--- config.mk ---
export PLATFORM = sky130hd
export DESIGN_NAME = lmem_bridge_top
export DESIGN_NICKNAME = d
export VERILOG_FILES = /design/src/rtl/lmem_pkg.sv /design/src/rtl/lmem_cmd_pipe.sv /design/src/rtl/lmem_rdata_pipe.sv /design/src/rtl/lmem_bank_bridge.sv /design/src/rtl/lmem_bridge_top.sv
export VERILOG_INCLUDE_DIRS = /design/src /design/src/rtl
export SDC_FILE = /design/constraint.sdc
export NUM_CORES = 1
export LEC_CHECK = 0
export ABC_AREA = 1
export ABC_CLOCK_PERIOD_IN_PS = 4190
export BUFFER_PORTS_ARGS = -buffer_cell sky130_fd_sc_hd__buf_2
export CAP_MARGIN = 5
export CORE_AREA = 2 2 253 255
export CTS_BUF_LIST = sky130_fd_sc_hd__clkbuf_8 sky130_fd_sc_hd__clkbuf_16
export DETAILED_ROUTE_END_ITERATION = 6
export DIE_AREA = 0 0 255 257
export GPL_ROUTABILITY_DRIVEN = 0
export HOLD_SLACK_MARGIN = 0.05
export SETUP_SLACK_MARGIN = 0.05
export SYNTH_ARGS = -nofsm -noshare
export SYNTH_HDL_FRONTEND = slang
export SYNTH_SLANG_ARGS = --single-unit
--- constraint.sdc ---
create_clock -name Clk_100 -period 4.19 [get_ports Clk_100]
set_input_delay 1.0475 -clock Clk_100 [delete_from_list [all_inputs] [get_ports Clk_100]]
set_output_delay 1.0475 -clock Clk_100 [all_outputs]
set_load 0.02 [all_outputs]
--- src/rtl/lmem_consts.svh ---
// Local memory bridge constants
// Bank count, bus widths, read pipe depth and reset chain length

`ifndef LMEM_CONSTS_SVH
`define LMEM_CONSTS_SVH

// Number of independent memory banks
`define LMEM_NUM_BANKS        2

// Avalon-MM bus widths, address counts words
`define LMEM_ADDR_W           16
`define LMEM_DATA_W           64
`define LMEM_BE_W             (`LMEM_DATA_W / 8)
`define LMEM_BURST_W          4

// Pipeline and reset timing
`define LMEM_RDATA_PIPE_DEPTH 2
`define LMEM_RST_SYNC_LEN     2

`endif

--- src/rtl/lmem_pkg.sv ---
// Local memory bridge types
// Command opcode enum, command struct and read response struct

`default_nettype none

`include "lmem_consts.svh"

package lmem_pkg;

   // ============================================================
   // Command opcodes
   // ============================================================

   typedef enum logic [1:0]
   {
      LMEM_OP_IDLE  = 2'd0,
      LMEM_OP_READ  = 2'd1,
      LMEM_OP_WRITE = 2'd2
   } lmem_op_e;

   // ============================================================
   // Bus payloads
   // ============================================================

   // One Avalon-MM command beat, host or memory side
   typedef struct packed
   {
      lmem_op_e                 op;
      logic [`LMEM_ADDR_W-1:0]  address;
      logic [`LMEM_BURST_W-1:0] burstcount;
      logic [`LMEM_DATA_W-1:0]  writedata;
      logic [`LMEM_BE_W-1:0]    byteenable;
   } lmem_cmd_t;

   // Read data beat, valid plays the role of readdatavalid
   typedef struct packed
   {
      logic                     valid;
      logic [`LMEM_DATA_W-1:0]  data;
   } lmem_rsp_t;

endpackage

`default_nettype wire

--- src/rtl/lmem_cmd_pipe.sv ---
// Command pipeline register for one memory bank
// One-entry Avalon-MM stage with waitrequest back-pressure
// Holding assertion on the memory side command

`default_nettype none

`include "lmem_consts.svh"

module lmem_cmd_pipe
(
   input  logic                Clk_100,
   input  logic                rst_n,
   input  logic                bank_rst,
   input  lmem_pkg::lmem_cmd_t host_cmd,
   output logic                host_waitrequest,
   output lmem_pkg::lmem_cmd_t mem_cmd,
   input  logic                mem_waitrequest
);

   import lmem_pkg::*;

   lmem_op_e                 op_q;
   logic [`LMEM_ADDR_W-1:0]  addr_q;
   logic [`LMEM_BURST_W-1:0] burst_q;
   logic [`LMEM_DATA_W-1:0]  wdata_q;
   logic [`LMEM_BE_W-1:0]    be_q;

   logic full;
   logic accept;
   logic drain;

   // Register occupied, memory taking it, host handing a new one over
   assign full             = (op_q != LMEM_OP_IDLE);
   assign drain            = full & ~mem_waitrequest;
   assign host_waitrequest = bank_rst | (full & mem_waitrequest);
   assign accept           = (host_cmd.op != LMEM_OP_IDLE) & ~host_waitrequest;

   always_ff @(posedge Clk_100 or negedge rst_n)
   begin
      if (!rst_n)
      begin
         op_q <= LMEM_OP_IDLE;
      end
      else if (bank_rst)
      begin
         op_q <= LMEM_OP_IDLE;
      end
      else if (accept)
      begin
         op_q <= host_cmd.op;
      end
      else if (drain)
      begin
         op_q <= LMEM_OP_IDLE;
      end
   end

   // Payload only moves on a new command
   always_ff @(posedge Clk_100)
   begin
      if (accept)
      begin
         addr_q  <= host_cmd.address;
         burst_q <= host_cmd.burstcount;
         wdata_q <= host_cmd.writedata;
         be_q    <= host_cmd.byteenable;
      end
   end

   always_comb
   begin
      mem_cmd.op         = op_q;
      mem_cmd.address    = addr_q;
      mem_cmd.burstcount = burst_q;
      mem_cmd.writedata  = wdata_q;
      mem_cmd.byteenable = be_q;
   end

   // Stalled command must not change under the memory controller
   a_cmd_hold : assert property (
      @(posedge Clk_100) disable iff (!rst_n || bank_rst)
      (mem_waitrequest && (mem_cmd.op != LMEM_OP_IDLE)) |=> $stable(mem_cmd))
      else $error("mem_cmd changed while mem_waitrequest was high");

endmodule

`default_nettype wire

--- src/rtl/lmem_rdata_pipe.sv ---
// Read data pipe for one memory bank
// Fixed-depth shift stages, no back-pressure

`default_nettype none

`include "lmem_consts.svh"

module lmem_rdata_pipe
(
   input  logic                Clk_100,
   input  logic                rst_n,
   input  logic                bank_rst,
   input  lmem_pkg::lmem_rsp_t mem_rsp,
   output lmem_pkg::lmem_rsp_t host_rsp
);

   localparam int DEPTH = `LMEM_RDATA_PIPE_DEPTH;

   logic [DEPTH-1:0]                   valid_q;
   logic [DEPTH-1:0][`LMEM_DATA_W-1:0] data_q;

   always_ff @(posedge Clk_100 or negedge rst_n)
   begin
      if (!rst_n)
      begin
         valid_q <= '0;
      end
      else if (bank_rst)
      begin
         valid_q <= '0;
      end
      else
      begin
         valid_q <= {valid_q[DEPTH-2:0], mem_rsp.valid};
      end
   end

   // Data shifts every cycle, valid qualifies it
   always_ff @(posedge Clk_100)
   begin
      data_q[0] <= mem_rsp.data;
      for (int i = 1; i < DEPTH; i++)
      begin
         data_q[i] <= data_q[i-1];
      end
   end

   assign host_rsp.valid = valid_q[DEPTH-1];
   assign host_rsp.data  = data_q[DEPTH-1];

   a_valid_known : assert property (
      @(posedge Clk_100) disable iff (!rst_n || bank_rst)
      !$isunknown(host_rsp.valid))
      else $error("host_rsp.valid unknown out of reset");

endmodule

`default_nettype wire

--- src/rtl/lmem_bank_bridge.sv ---
// Avalon-MM pipeline bridge for one memory bank
// Reset synchronizer with duplicated release stage
// Command pipe and read data pipe instances

`default_nettype none

`include "lmem_consts.svh"

module lmem_bank_bridge
(
   input  logic                Clk_100,
   input  logic                rst_n,
   input  lmem_pkg::lmem_cmd_t host_cmd,
   output logic                host_waitrequest,
   output lmem_pkg::lmem_rsp_t host_rsp,
   output lmem_pkg::lmem_cmd_t mem_cmd,
   input  logic                mem_waitrequest,
   input  lmem_pkg::lmem_rsp_t mem_rsp
);

   localparam int SYNC_LEN = `LMEM_RST_SYNC_LEN;

   // ============================================================
   // Bank reset
   // ============================================================

   // Asserts with rst_n, releases after the chain drains
   logic [SYNC_LEN-1:0] sync_q;
   logic                rst_stage_cmd;
   logic                rst_stage_rd;

   always_ff @(posedge Clk_100 or negedge rst_n)
   begin
      if (!rst_n)
      begin
         sync_q <= '1;
      end
      else
      begin
         sync_q <= {sync_q[SYNC_LEN-2:0], 1'b0};
      end
   end

   // One copy per consumer to keep fanout local
   always_ff @(posedge Clk_100 or negedge rst_n)
   begin
      if (!rst_n)
      begin
         rst_stage_cmd <= 1'b1;
         rst_stage_rd  <= 1'b1;
      end
      else
      begin
         rst_stage_cmd <= sync_q[SYNC_LEN-1];
         rst_stage_rd  <= sync_q[SYNC_LEN-1];
      end
   end

   // ============================================================
   // Pipeline stages
   // ============================================================

   lmem_cmd_pipe u_cmd_pipe
   (
      .Clk_100          (Clk_100),
      .rst_n            (rst_n),
      .bank_rst         (rst_stage_cmd),
      .host_cmd         (host_cmd),
      .host_waitrequest (host_waitrequest),
      .mem_cmd          (mem_cmd),
      .mem_waitrequest  (mem_waitrequest)
   );

   lmem_rdata_pipe u_rdata_pipe
   (
      .Clk_100  (Clk_100),
      .rst_n    (rst_n),
      .bank_rst (rst_stage_rd),
      .mem_rsp  (mem_rsp),
      .host_rsp (host_rsp)
   );

endmodule

`default_nettype wire

--- src/rtl/lmem_bridge_top.sv ---
// Local memory bridge top level
// One independent pipeline bridge per memory bank

`default_nettype none

`include "lmem_consts.svh"

module lmem_bridge_top
(
   input  logic                Clk_100,
   input  logic                rst_n,

   // Host side
   input  lmem_pkg::lmem_cmd_t host_cmd         [`LMEM_NUM_BANKS],
   output logic                host_waitrequest [`LMEM_NUM_BANKS],
   output lmem_pkg::lmem_rsp_t host_rsp         [`LMEM_NUM_BANKS],

   // Memory controller side
   output lmem_pkg::lmem_cmd_t mem_cmd          [`LMEM_NUM_BANKS],
   input  logic                mem_waitrequest  [`LMEM_NUM_BANKS],
   input  lmem_pkg::lmem_rsp_t mem_rsp          [`LMEM_NUM_BANKS]
);

   // ============================================================
   // Bank bridges
   // ============================================================

   for (genvar b = 0; b < `LMEM_NUM_BANKS; b++)
   begin : g_bank
      lmem_bank_bridge u_bank_bridge
      (
         .Clk_100          (Clk_100),
         .rst_n            (rst_n),
         .host_cmd         (host_cmd[b]),
         .host_waitrequest (host_waitrequest[b]),
         .host_rsp         (host_rsp[b]),
         .mem_cmd          (mem_cmd[b]),
         .mem_waitrequest  (mem_waitrequest[b]),
         .mem_rsp          (mem_rsp[b])
      );
   end

endmodule

`default_nettype wire

==> Yosys cells after proc, flatten, opt, wreduce, memory -nomap -nowiden <==
Cells that the tools add are included.
W data, S select, Z words.
{ "word_totals": {"reg_bits": 454, "latch_bits": 0, "ramBits": 0, "rom_bits": 0, "input_bits": 322, "output_inout_bits": 320, "wordCells": 46, "n_memories": 0} }
{ "classes": {"add_sub_neg": 0, "mul": 0, "div": 0, "n_lt_le_gt_ge": 0, "n_eq_ne": 0, "shifts": 0, "n_mux": 8, "n_bitwise": 12, "reduce_logical": 6} }
{ "ops": {"columns": ["cell", "n"], "rows": [
  ["$mux W2", 8],
  ["$reduce_bool A2 Y1", 4],
  ["$and A1 B1 Y1", 6],
  ["$reduce_bool A3 Y1", 2],
  ["$not A1 Y1", 4],
  ["$or A1 B1 Y1", 2]
]} }

==> Logic depth before layout (Yosys ltp) <==
Gate-level depths: netlist of the first run.
{ "logic_depth": {"word_depth": 7, "ltp_mapped": 5} }

==> Cells and area by module <==
Synthesis of the first run repeated with hierarchy kept, for this count alone.
{ "hier_totals": {"cells_unflattened": 628, "area_unflattened_um2": 12171.7} }
{ "by_module_without_submodules": {"columns": ["mod", "n_inst", "cells_each", "area_per_inst_um2"], "rows": [
  ["lmem_rdata_pipe", 2, 199, 3115.5],
  ["lmem_cmd_pipe", 2, 111, 2887.8],
  ["lmem_bank_bridge", 2, 4, 82.6]
]} }

==> Worst setup path before layout of the first run <==
No wires, ideal clock.
{ "synth_timing": {"path_type": "input to register", "startpoint": "in mem_waitrequest[1] in the netlist's numbering", "endpoint": "reg g_bank[0].u_bank_bridge.u_cmd_pipe.addr_q[0], enable pin", "arrival_time_ps": 3637, "t_required_ps": 3721, "slack_ps": 84, "stages": 5, "path_buffers": 0, "cell_sequence": "inv_1 > nor2_1 > nor2_2 > inv_2 > nor2_2"} }
{ "synth_via": {"elab_chain_cells": 4} }
{ "synth_rtl": {"columns": ["item", "line_no", "source"], "rows": [
  ["start: declaration", "lmem_bridge_top.sv:20", "input logic mem_waitrequest [`LMEM_NUM_BANKS],"],
  ["$and A1 B1 Y1", "lmem_cmd_pipe.sv:35", "assign host_waitrequest = bank_rst | (full & mem_waitrequest);"],
  ["$or A1 B1 Y1", "lmem_cmd_pipe.sv:35", null],
  ["via g_bank[0].u_bank_bridge.host_waitrequest", "lmem_bank_bridge.sv:14", "output logic host_waitrequest,"],
  ["$not A1 Y1", "lmem_cmd_pipe.sv:36", "assign accept = (host_cmd.op != LMEM_OP_IDLE) & ~host_waitrequest;"],
  ["$and A1 B1 Y1", "lmem_cmd_pipe.sv:36", null],
  ["via g_bank[0].u_bank_bridge.u_cmd_pipe.accept", "lmem_cmd_pipe.sv:29", "logic accept;"],
  ["end signal: assignment", "lmem_cmd_pipe.sv:63", "addr_q <= host_cmd.address;"],
  ["end: declaration", "lmem_cmd_pipe.sv:23", "logic [`LMEM_ADDR_W-1:0] addr_q;"]
]} }
The timed path passes the listed nets, and every way through them passes these cells.
A chain may end at the register's enable or synchronous reset.

==> impl_metrics.ini, run 1 <==
[floorplan]
fp.dieH_um = 257
coreArea_um2 = 62740
pin_count = 642
initial_utilization = 0.1929
die_x_um = 255
die-area_um2 = 65540
std_cell_rows = 92

[synth]
yosysWarnings = 0
syn_inst = 625
ys_seq_elements = 451
synth_area_um2 = 12100
synth.avg_cell_area_um2 = 19.36
syn_nets = 947
synthTopCellsByArea = edfxtp_1 46%, dfxtp_1 42%, buf_4 8.2%, dfrtp_1 1.7%, dfstp_2 0.65%
yosysTopAreaCellShare = 0.4566
synth_top_area_cell = edfxtp_1
synth_cell_types = 13
synth-seq-area-share = 0.9032

[worst_hold_path]
hold_class = reg -> reg
hp-start = g_bank[1].u_bank_bridge.u_rdata_pipe.data_q[0]

[cells_and_area]
num-nets-final = 1506
final_common_cell = buf_2
drive_above_1_share = 0.5956
final_cell_mix = 641 x buf_2, 256 x dfxtp_1, 184 x edfxtp_1
stdcell_area_um2 = 16920
syn_to_final_growth_pct = 39.85

[power]
p_int_w = 0.007377
seqPwrFrac = 0.516
peakVddDrop_uv = 358.6
clock_power_share = 0.414
p_comb_frac = 0.070
switching_share = 0.2267
p_sw_w = 0.002163
p_per_area_nw_per_um2 = 563.7
cellLeakagePower_nw = 7.481

[clock_network]
clkTransAtPathRegs_ns = 0.06
clock-sinks = 451
cts_tree = done
clockBufferDepth = 3
cts-root-buf = clkbuf_16
cts_buffers = 46
ctsHoldBuffers = 0
cts_resized = 0
clk_latency_ns = 0.55
postCtsSetupBuffers = 0
ctsHtreeMaxLevel = 2

[placement]
dpl_cell_area_um2 = 15430
hpwlAfterDp_um = 27160
io_buffers = 641

[grt]
grt_pass1_vias = 7479
grt_use_total = 0.09975
grt_max_degree = 93
grt_pass1_wl_um = 46960
antenna_found_initial = 24
grt-ovfl-total = 0

[critical_path]
cpMostUsedCell = buf_2
cp-start-kind = input port
cp-startpoint = mem_waitrequest[0]
required_ns = 3.14
worstPathArrival_ns = 1.65
reg2reg_from = g_bank[0].u_bank_bridge.u_cmd_pipe.op_q[1]
cp_slowest_cell = buf_2
crit_type = in -> out
crit_path_end_kind = output pin
cp_slowest_stage_delay_ns = 0.17
path_cells = buf_2 -> inv_1 -> nor2_1 -> nor2_2 -> inv_2 -> buf_2
path_max_fanout = 3

[status]
status = finished clean

[timing]
rsz0062_at_grt = no
finalMaxSlewViolations = 0
relSlewSlack = 0.6500
tightest_slew_ns = 0.5251
whs_ns = 0.3217
min_period_ns = 2.699
fin_tns_setup_ns = 0
fmax_mhz = 370.5
setup_violations = 0
final-hold-violation-count = 0
skew_ns = 0.01290
finalCritPeriodShare = 0.6442

[routing]
drt-initial-drc-count = 384
drc = 0
wl_per_cell_um = 16.61
dr_total_vias = 6811
wl_um = 34380
postRouteAntennaNets = 0
via_per_inst = 3.290
drt_pass1_iterations = 4

[flow_run]
cap_violations = 0
## worst max-delay path, delay by kind of cell
family | cells | cell delay, ns
and+or+nand+nor | 2 | 0.18
buffers and inverters | 4 | 0.43
## logic make-up after synthesis
group,share of synthesized area
buffers and inverters,0.08469
and+or+nand+nor,0.01096
AOI/OAI and AO/OA,0.0008272
DFF,0.9032
other,0.0003099
## power by group through the flow
stage / sequential (W) / clock (W) / combinational, W
3_3_place_gp: 0.00501 / 0 / 0.000675
6_report: 0.00492 / 0.00395 / 0.000667
3_5_place_dp: 0.00502 / 0 / 0.000681
2_1_floorplan: 0.00515 / 0 / 0.000238
5_1_grt: 0.00495 / 0.00428 / 0.000715
4_1_cts: 0.00493 / 0.00412 / 0.000683
## worst paths after layout
check	to	depth (start not counted)	slack [ns]
max reg2reg	g_bank[0].u_bank_bridge.u_cmd_pipe.wdata_q[40]	6	2.25
min reg2reg	g_bank[1].u_bank_bridge.u_rdata_pipe.host_rsp[0]	0	0.32
max	host_waitrequest[0]	6	1.49
min in group asynchronous	g_bank[0].u_bank_bridge.u_rdata_pipe.valid_q[0]	1	0.36
min	g_bank[1].u_bank_bridge.u_rdata_pipe.host_rsp[0]	0	0.32
max in group asynchronous	g_bank[0].u_bank_bridge.rst_stage_cmd	1	3.56
## stage by stage
step	instances	util	total power [W]	worst slack [ns]
floorplan	625	-	0.005390	0.08391
global placement	1982	0.2459	0.005686	1.477
detailed placement	1982	0.2459	0.005698	1.484
CTS	2065	0.2695	0.009733	1.483
global route	2065	0.2695	0.009939	1.428
finish	2070	0.2697	0.009539	1.491
## per-layer routing
layer | global-route usage | up-vias | wire, um
met3 | 0.05209 | 96 | 4440
met2 | 0.1749 | 443 | 16870
li1 | - | 3095 | -
met4 | 0.05166 | 22 | 1376
met1 | 0.09363 | 3155 | 11530
met5 | 0 | - | 156
## cells in the mapped netlist (all sizes together)
master and n:
buf 132, conb 1, dfrtp 8, dfstp 3, dfxtp 256, edfxtp 184, inv 9, nand2 12
nand3 4, nor2 14, o21ai 2
## state kept, by name (all words and copies together) (netlist names)
signal	count
g_bank.u_bank_bridge.u_cmd_pipe.wdata_q	128
g_bank.u_bank_bridge.u_cmd_pipe.op_q	4
g_bank.u_bank_bridge.u_cmd_pipe.be_q	16
g_bank.u_bank_bridge.u_rdata_pipe.valid_q	4
g_bank.u_bank_bridge.u_cmd_pipe.addr_q	32
g_bank.u_bank_bridge.u_rdata_pipe.host_rsp	128
g_bank.u_bank_bridge.u_cmd_pipe.burst_q	8
g_bank.u_bank_bridge.u_rdata_pipe.data_q	128
g_bank.u_bank_bridge.sync_q	2
g_bank.u_bank_bridge.rst_stage_cmd	1
## area by class of cell
class / instances / area, um2
clock inverter: 30 / 214.0
tap: 846 / 1059
sequential: 451 / 10930
clock buffer: 53 / 1270
multi-input combinational: 33 / 156.4
fill: 6430 / 45810
antenna: 5 / 12.51
timing repair buffer: 643 / 3248
inverter: 9 / 33.78
Power figures use the tool's default switching activity.
==> inputs of run 2 (changes only) <==
- ABC_CLOCK_PERIOD_IN_PS: 4190 -> 2690
- clock period: 4.19 -> 2.69 ns (I/O delays scaled with it)
==> run 2 against run 1 <==
  * Flip-flop and latch count did not move
  * Setup slack got worse by 1.1 ns
  * Highest routed layer unchanged
  * Power rose by 60%
==> impl_metrics.ini, run 2 (synthesis gave the netlist of run 1 again) <==
[critical_path]
crit_family = flip-flops
crit_type = reg -> out
path_buf_inv = 2
crit_path_end_kind = output pin
reg2reg_depth = 6
cp-start-kind = register
required_ns = 2.02
cp_slowest_cell = dfrtp_1
path_cells = nor2_2 -> nor2_4 -> nor2_4 -> inv_2 -> buf_2
cpMostUsedCell = nor2_4
cp_slowest_stage_delay_ns = 0.42
regToRegSetupSlack_ns = 0.83
path_max_fanout = 4
reg2reg_from = g_bank[0].u_bank_bridge.u_cmd_pipe.op_q[1]
worstPathArrival_ns = 1.59
r2r_end = g_bank[0].u_bank_bridge.u_cmd_pipe.wdata_q[60]

[grt]
grt_max_degree = 60
grt-ovfl-total = 0
grt_pass1_wl_um = 46880
grt_pass1_vias = 7270
antenna_found_initial = 22
grt_use_total = 0.09997

[clock_network]
clkTransAtPathRegs_ns = 0.06
clk_latency_ns = 0.57
ctsHtreeMaxLevel = 2
clock-sinks = 451
cts-root-buf = clkbuf_16
cts_tree = done
cts_buffers = 47
cts_resized = 0
clockBufferDepth = 3

[floorplan]
fp.dieH_um = 257
die-area_um2 = 65540
die_x_um = 255
initial_utilization = 0.1929
std_cell_rows = 92
pin_count = 642
coreArea_um2 = 62740

[cells_and_area]
syn_to_final_growth_pct = 41.47
final_common_cell = buf_2
drive_above_1_share = 0.6011
fillers = 6387
multi_input_area_um2 = 181.4
num-nets-final = 1515
final_cell_mix = 641 x buf_2, 256 x dfxtp_1, 184 x edfxtp_1
register_area_um2 = 10930

[power]
p_total_w = 0.01523
cellLeakagePower_nw = 7.553
peakVddDrop_uv = 476.8
p_per_area_nw_per_um2 = 889.7

[worst_hold_path]
hold_depth = 1
hold_class = in -> reg
hp-start = mem_rsp[91]
min_to = g_bank[0].u_bank_bridge.u_rdata_pipe.data_q[26]

[timing]
rsz0062_at_grt = no
fmax_mhz = 442.8
setup_violations = 0
fin_ws_ns = 0.4319
final-hold-violation-count = 0
finalMaxSlewViolations = 0
min_period_ns = 2.258
skew_ns = 0.01094
finalCritPeriodShare = 0.8394
fin_tns_setup_ns = 0

[routing]
drc = 0
drt-initial-drc-count = 309
drt_pass1_iterations = 4
via_per_inst = 3.265
dr_total_vias = 6797
wl_um = 34840
postRouteAntennaNets = 0
wl_per_cell_um = 16.74

[status]
status = finished clean

[placement]
io_buffers = 641
place_ws_ns = 0.5546
hpwlAfterDp_um = 27330

[flow_run]
cap_violations = 0
[run 2: cell count changes in the layout (fill, tap and decap cells not counted), moves of 3 or more]
cell      delta
buf_4        +7
inv_1        -4
nor2_4       +4
clkinv_1     +3
inv_6        +4
[run 2: area by class of cell]
cell class                      count  share of cell area
Clock buffer                       54             0.07499
Sequential cell                   451              0.6384
Antenna cell                        5           0.0007309
Multi-Input combinational cell     33             0.01060
Tap cell                          846             0.06183
Clock inverter                     33             0.01659
Inverter                            9            0.003435
Timing Repair Buffer              651              0.1934
[run 2: how the worst max path moves through the flow]
stage | from | endpoint | slack (ns) | cells after the start
final | g_bank[1].u_bank_bridge.u_cmd_pipe.op_q[0] | host_waitrequest[0] | 0.43 | 5
after global routing | g_bank[1].u_bank_bridge.u_cmd_pipe.op_q[0] | host_waitrequest[0] | 0.35 | 5
after CTS | g_bank[1].u_bank_bridge.u_cmd_pipe.op_q[0] | host_waitrequest[0] | 0.38 | 5
after detailed placement | mem_waitrequest[1] | g_bank[0].u_bank_bridge.u_cmd_pipe.wdata_q[60] | 0.55 | 7
after global placement | mem_waitrequest[1] | g_bank[0].u_bank_bridge.u_cmd_pipe.wdata_q[13] | 0.57 | 7
after floorplan | mem_waitrequest[1] | g_bank[0].u_bank_bridge.u_cmd_pipe.addr_q[0] | 0.005 | 5
[run 2: power by group]
| part | switching [W] | internal, W |
|---|---|---|
| combinational | 0.000694 | 0.000379 |
| sequential | 0.000110 | 0.00755 |
| clock | 0.00268 | 0.00381 |
[run 2: what timing repair did]
item,4_1_cts,5_1_grt
setup buffers,0,0
endpoints found under the hold margin,8,0
hold buffers,1,0
[run 2: per-layer routing]
layer  share of wire  vias up  global-route usage
met2            0.51      442              0.1815
met1            0.33     3126             0.09288
met5          0.0035        -                   0
met4           0.036       20             0.04045
met3            0.13       86             0.05240
li1                -     3123                   -
[run 2: stage by stage]
| stage | instance area [um2] | utilization | cells | hold slack (ns) |
|---|---|---|---|---|
| after global routing | 17110 | 0.2727 | 2077 | 0.1454 |
| after floorplan | 12160 | - | 625 | 0.3096 |
| after global placement | 15530 | 0.2475 | 1989 | 0.3097 |
| after CTS | 17110 | 0.2727 | 2077 | 0.1384 |
| final | 17120 | 0.2729 | 2082 | 0.1998 |
| after detailed placement | 15530 | 0.2475 | 1989 | 0.3121 |
[run 2: worst register-to-register path, stage by stage, from the launching register on]
cell and delay, ns:
dfrtp_1 0.42, nor2_2 0.19, nor2_4 0.06, nor2_4 0.12, inv_2 0.06, nor2_4 0.32, buf_12 0.32
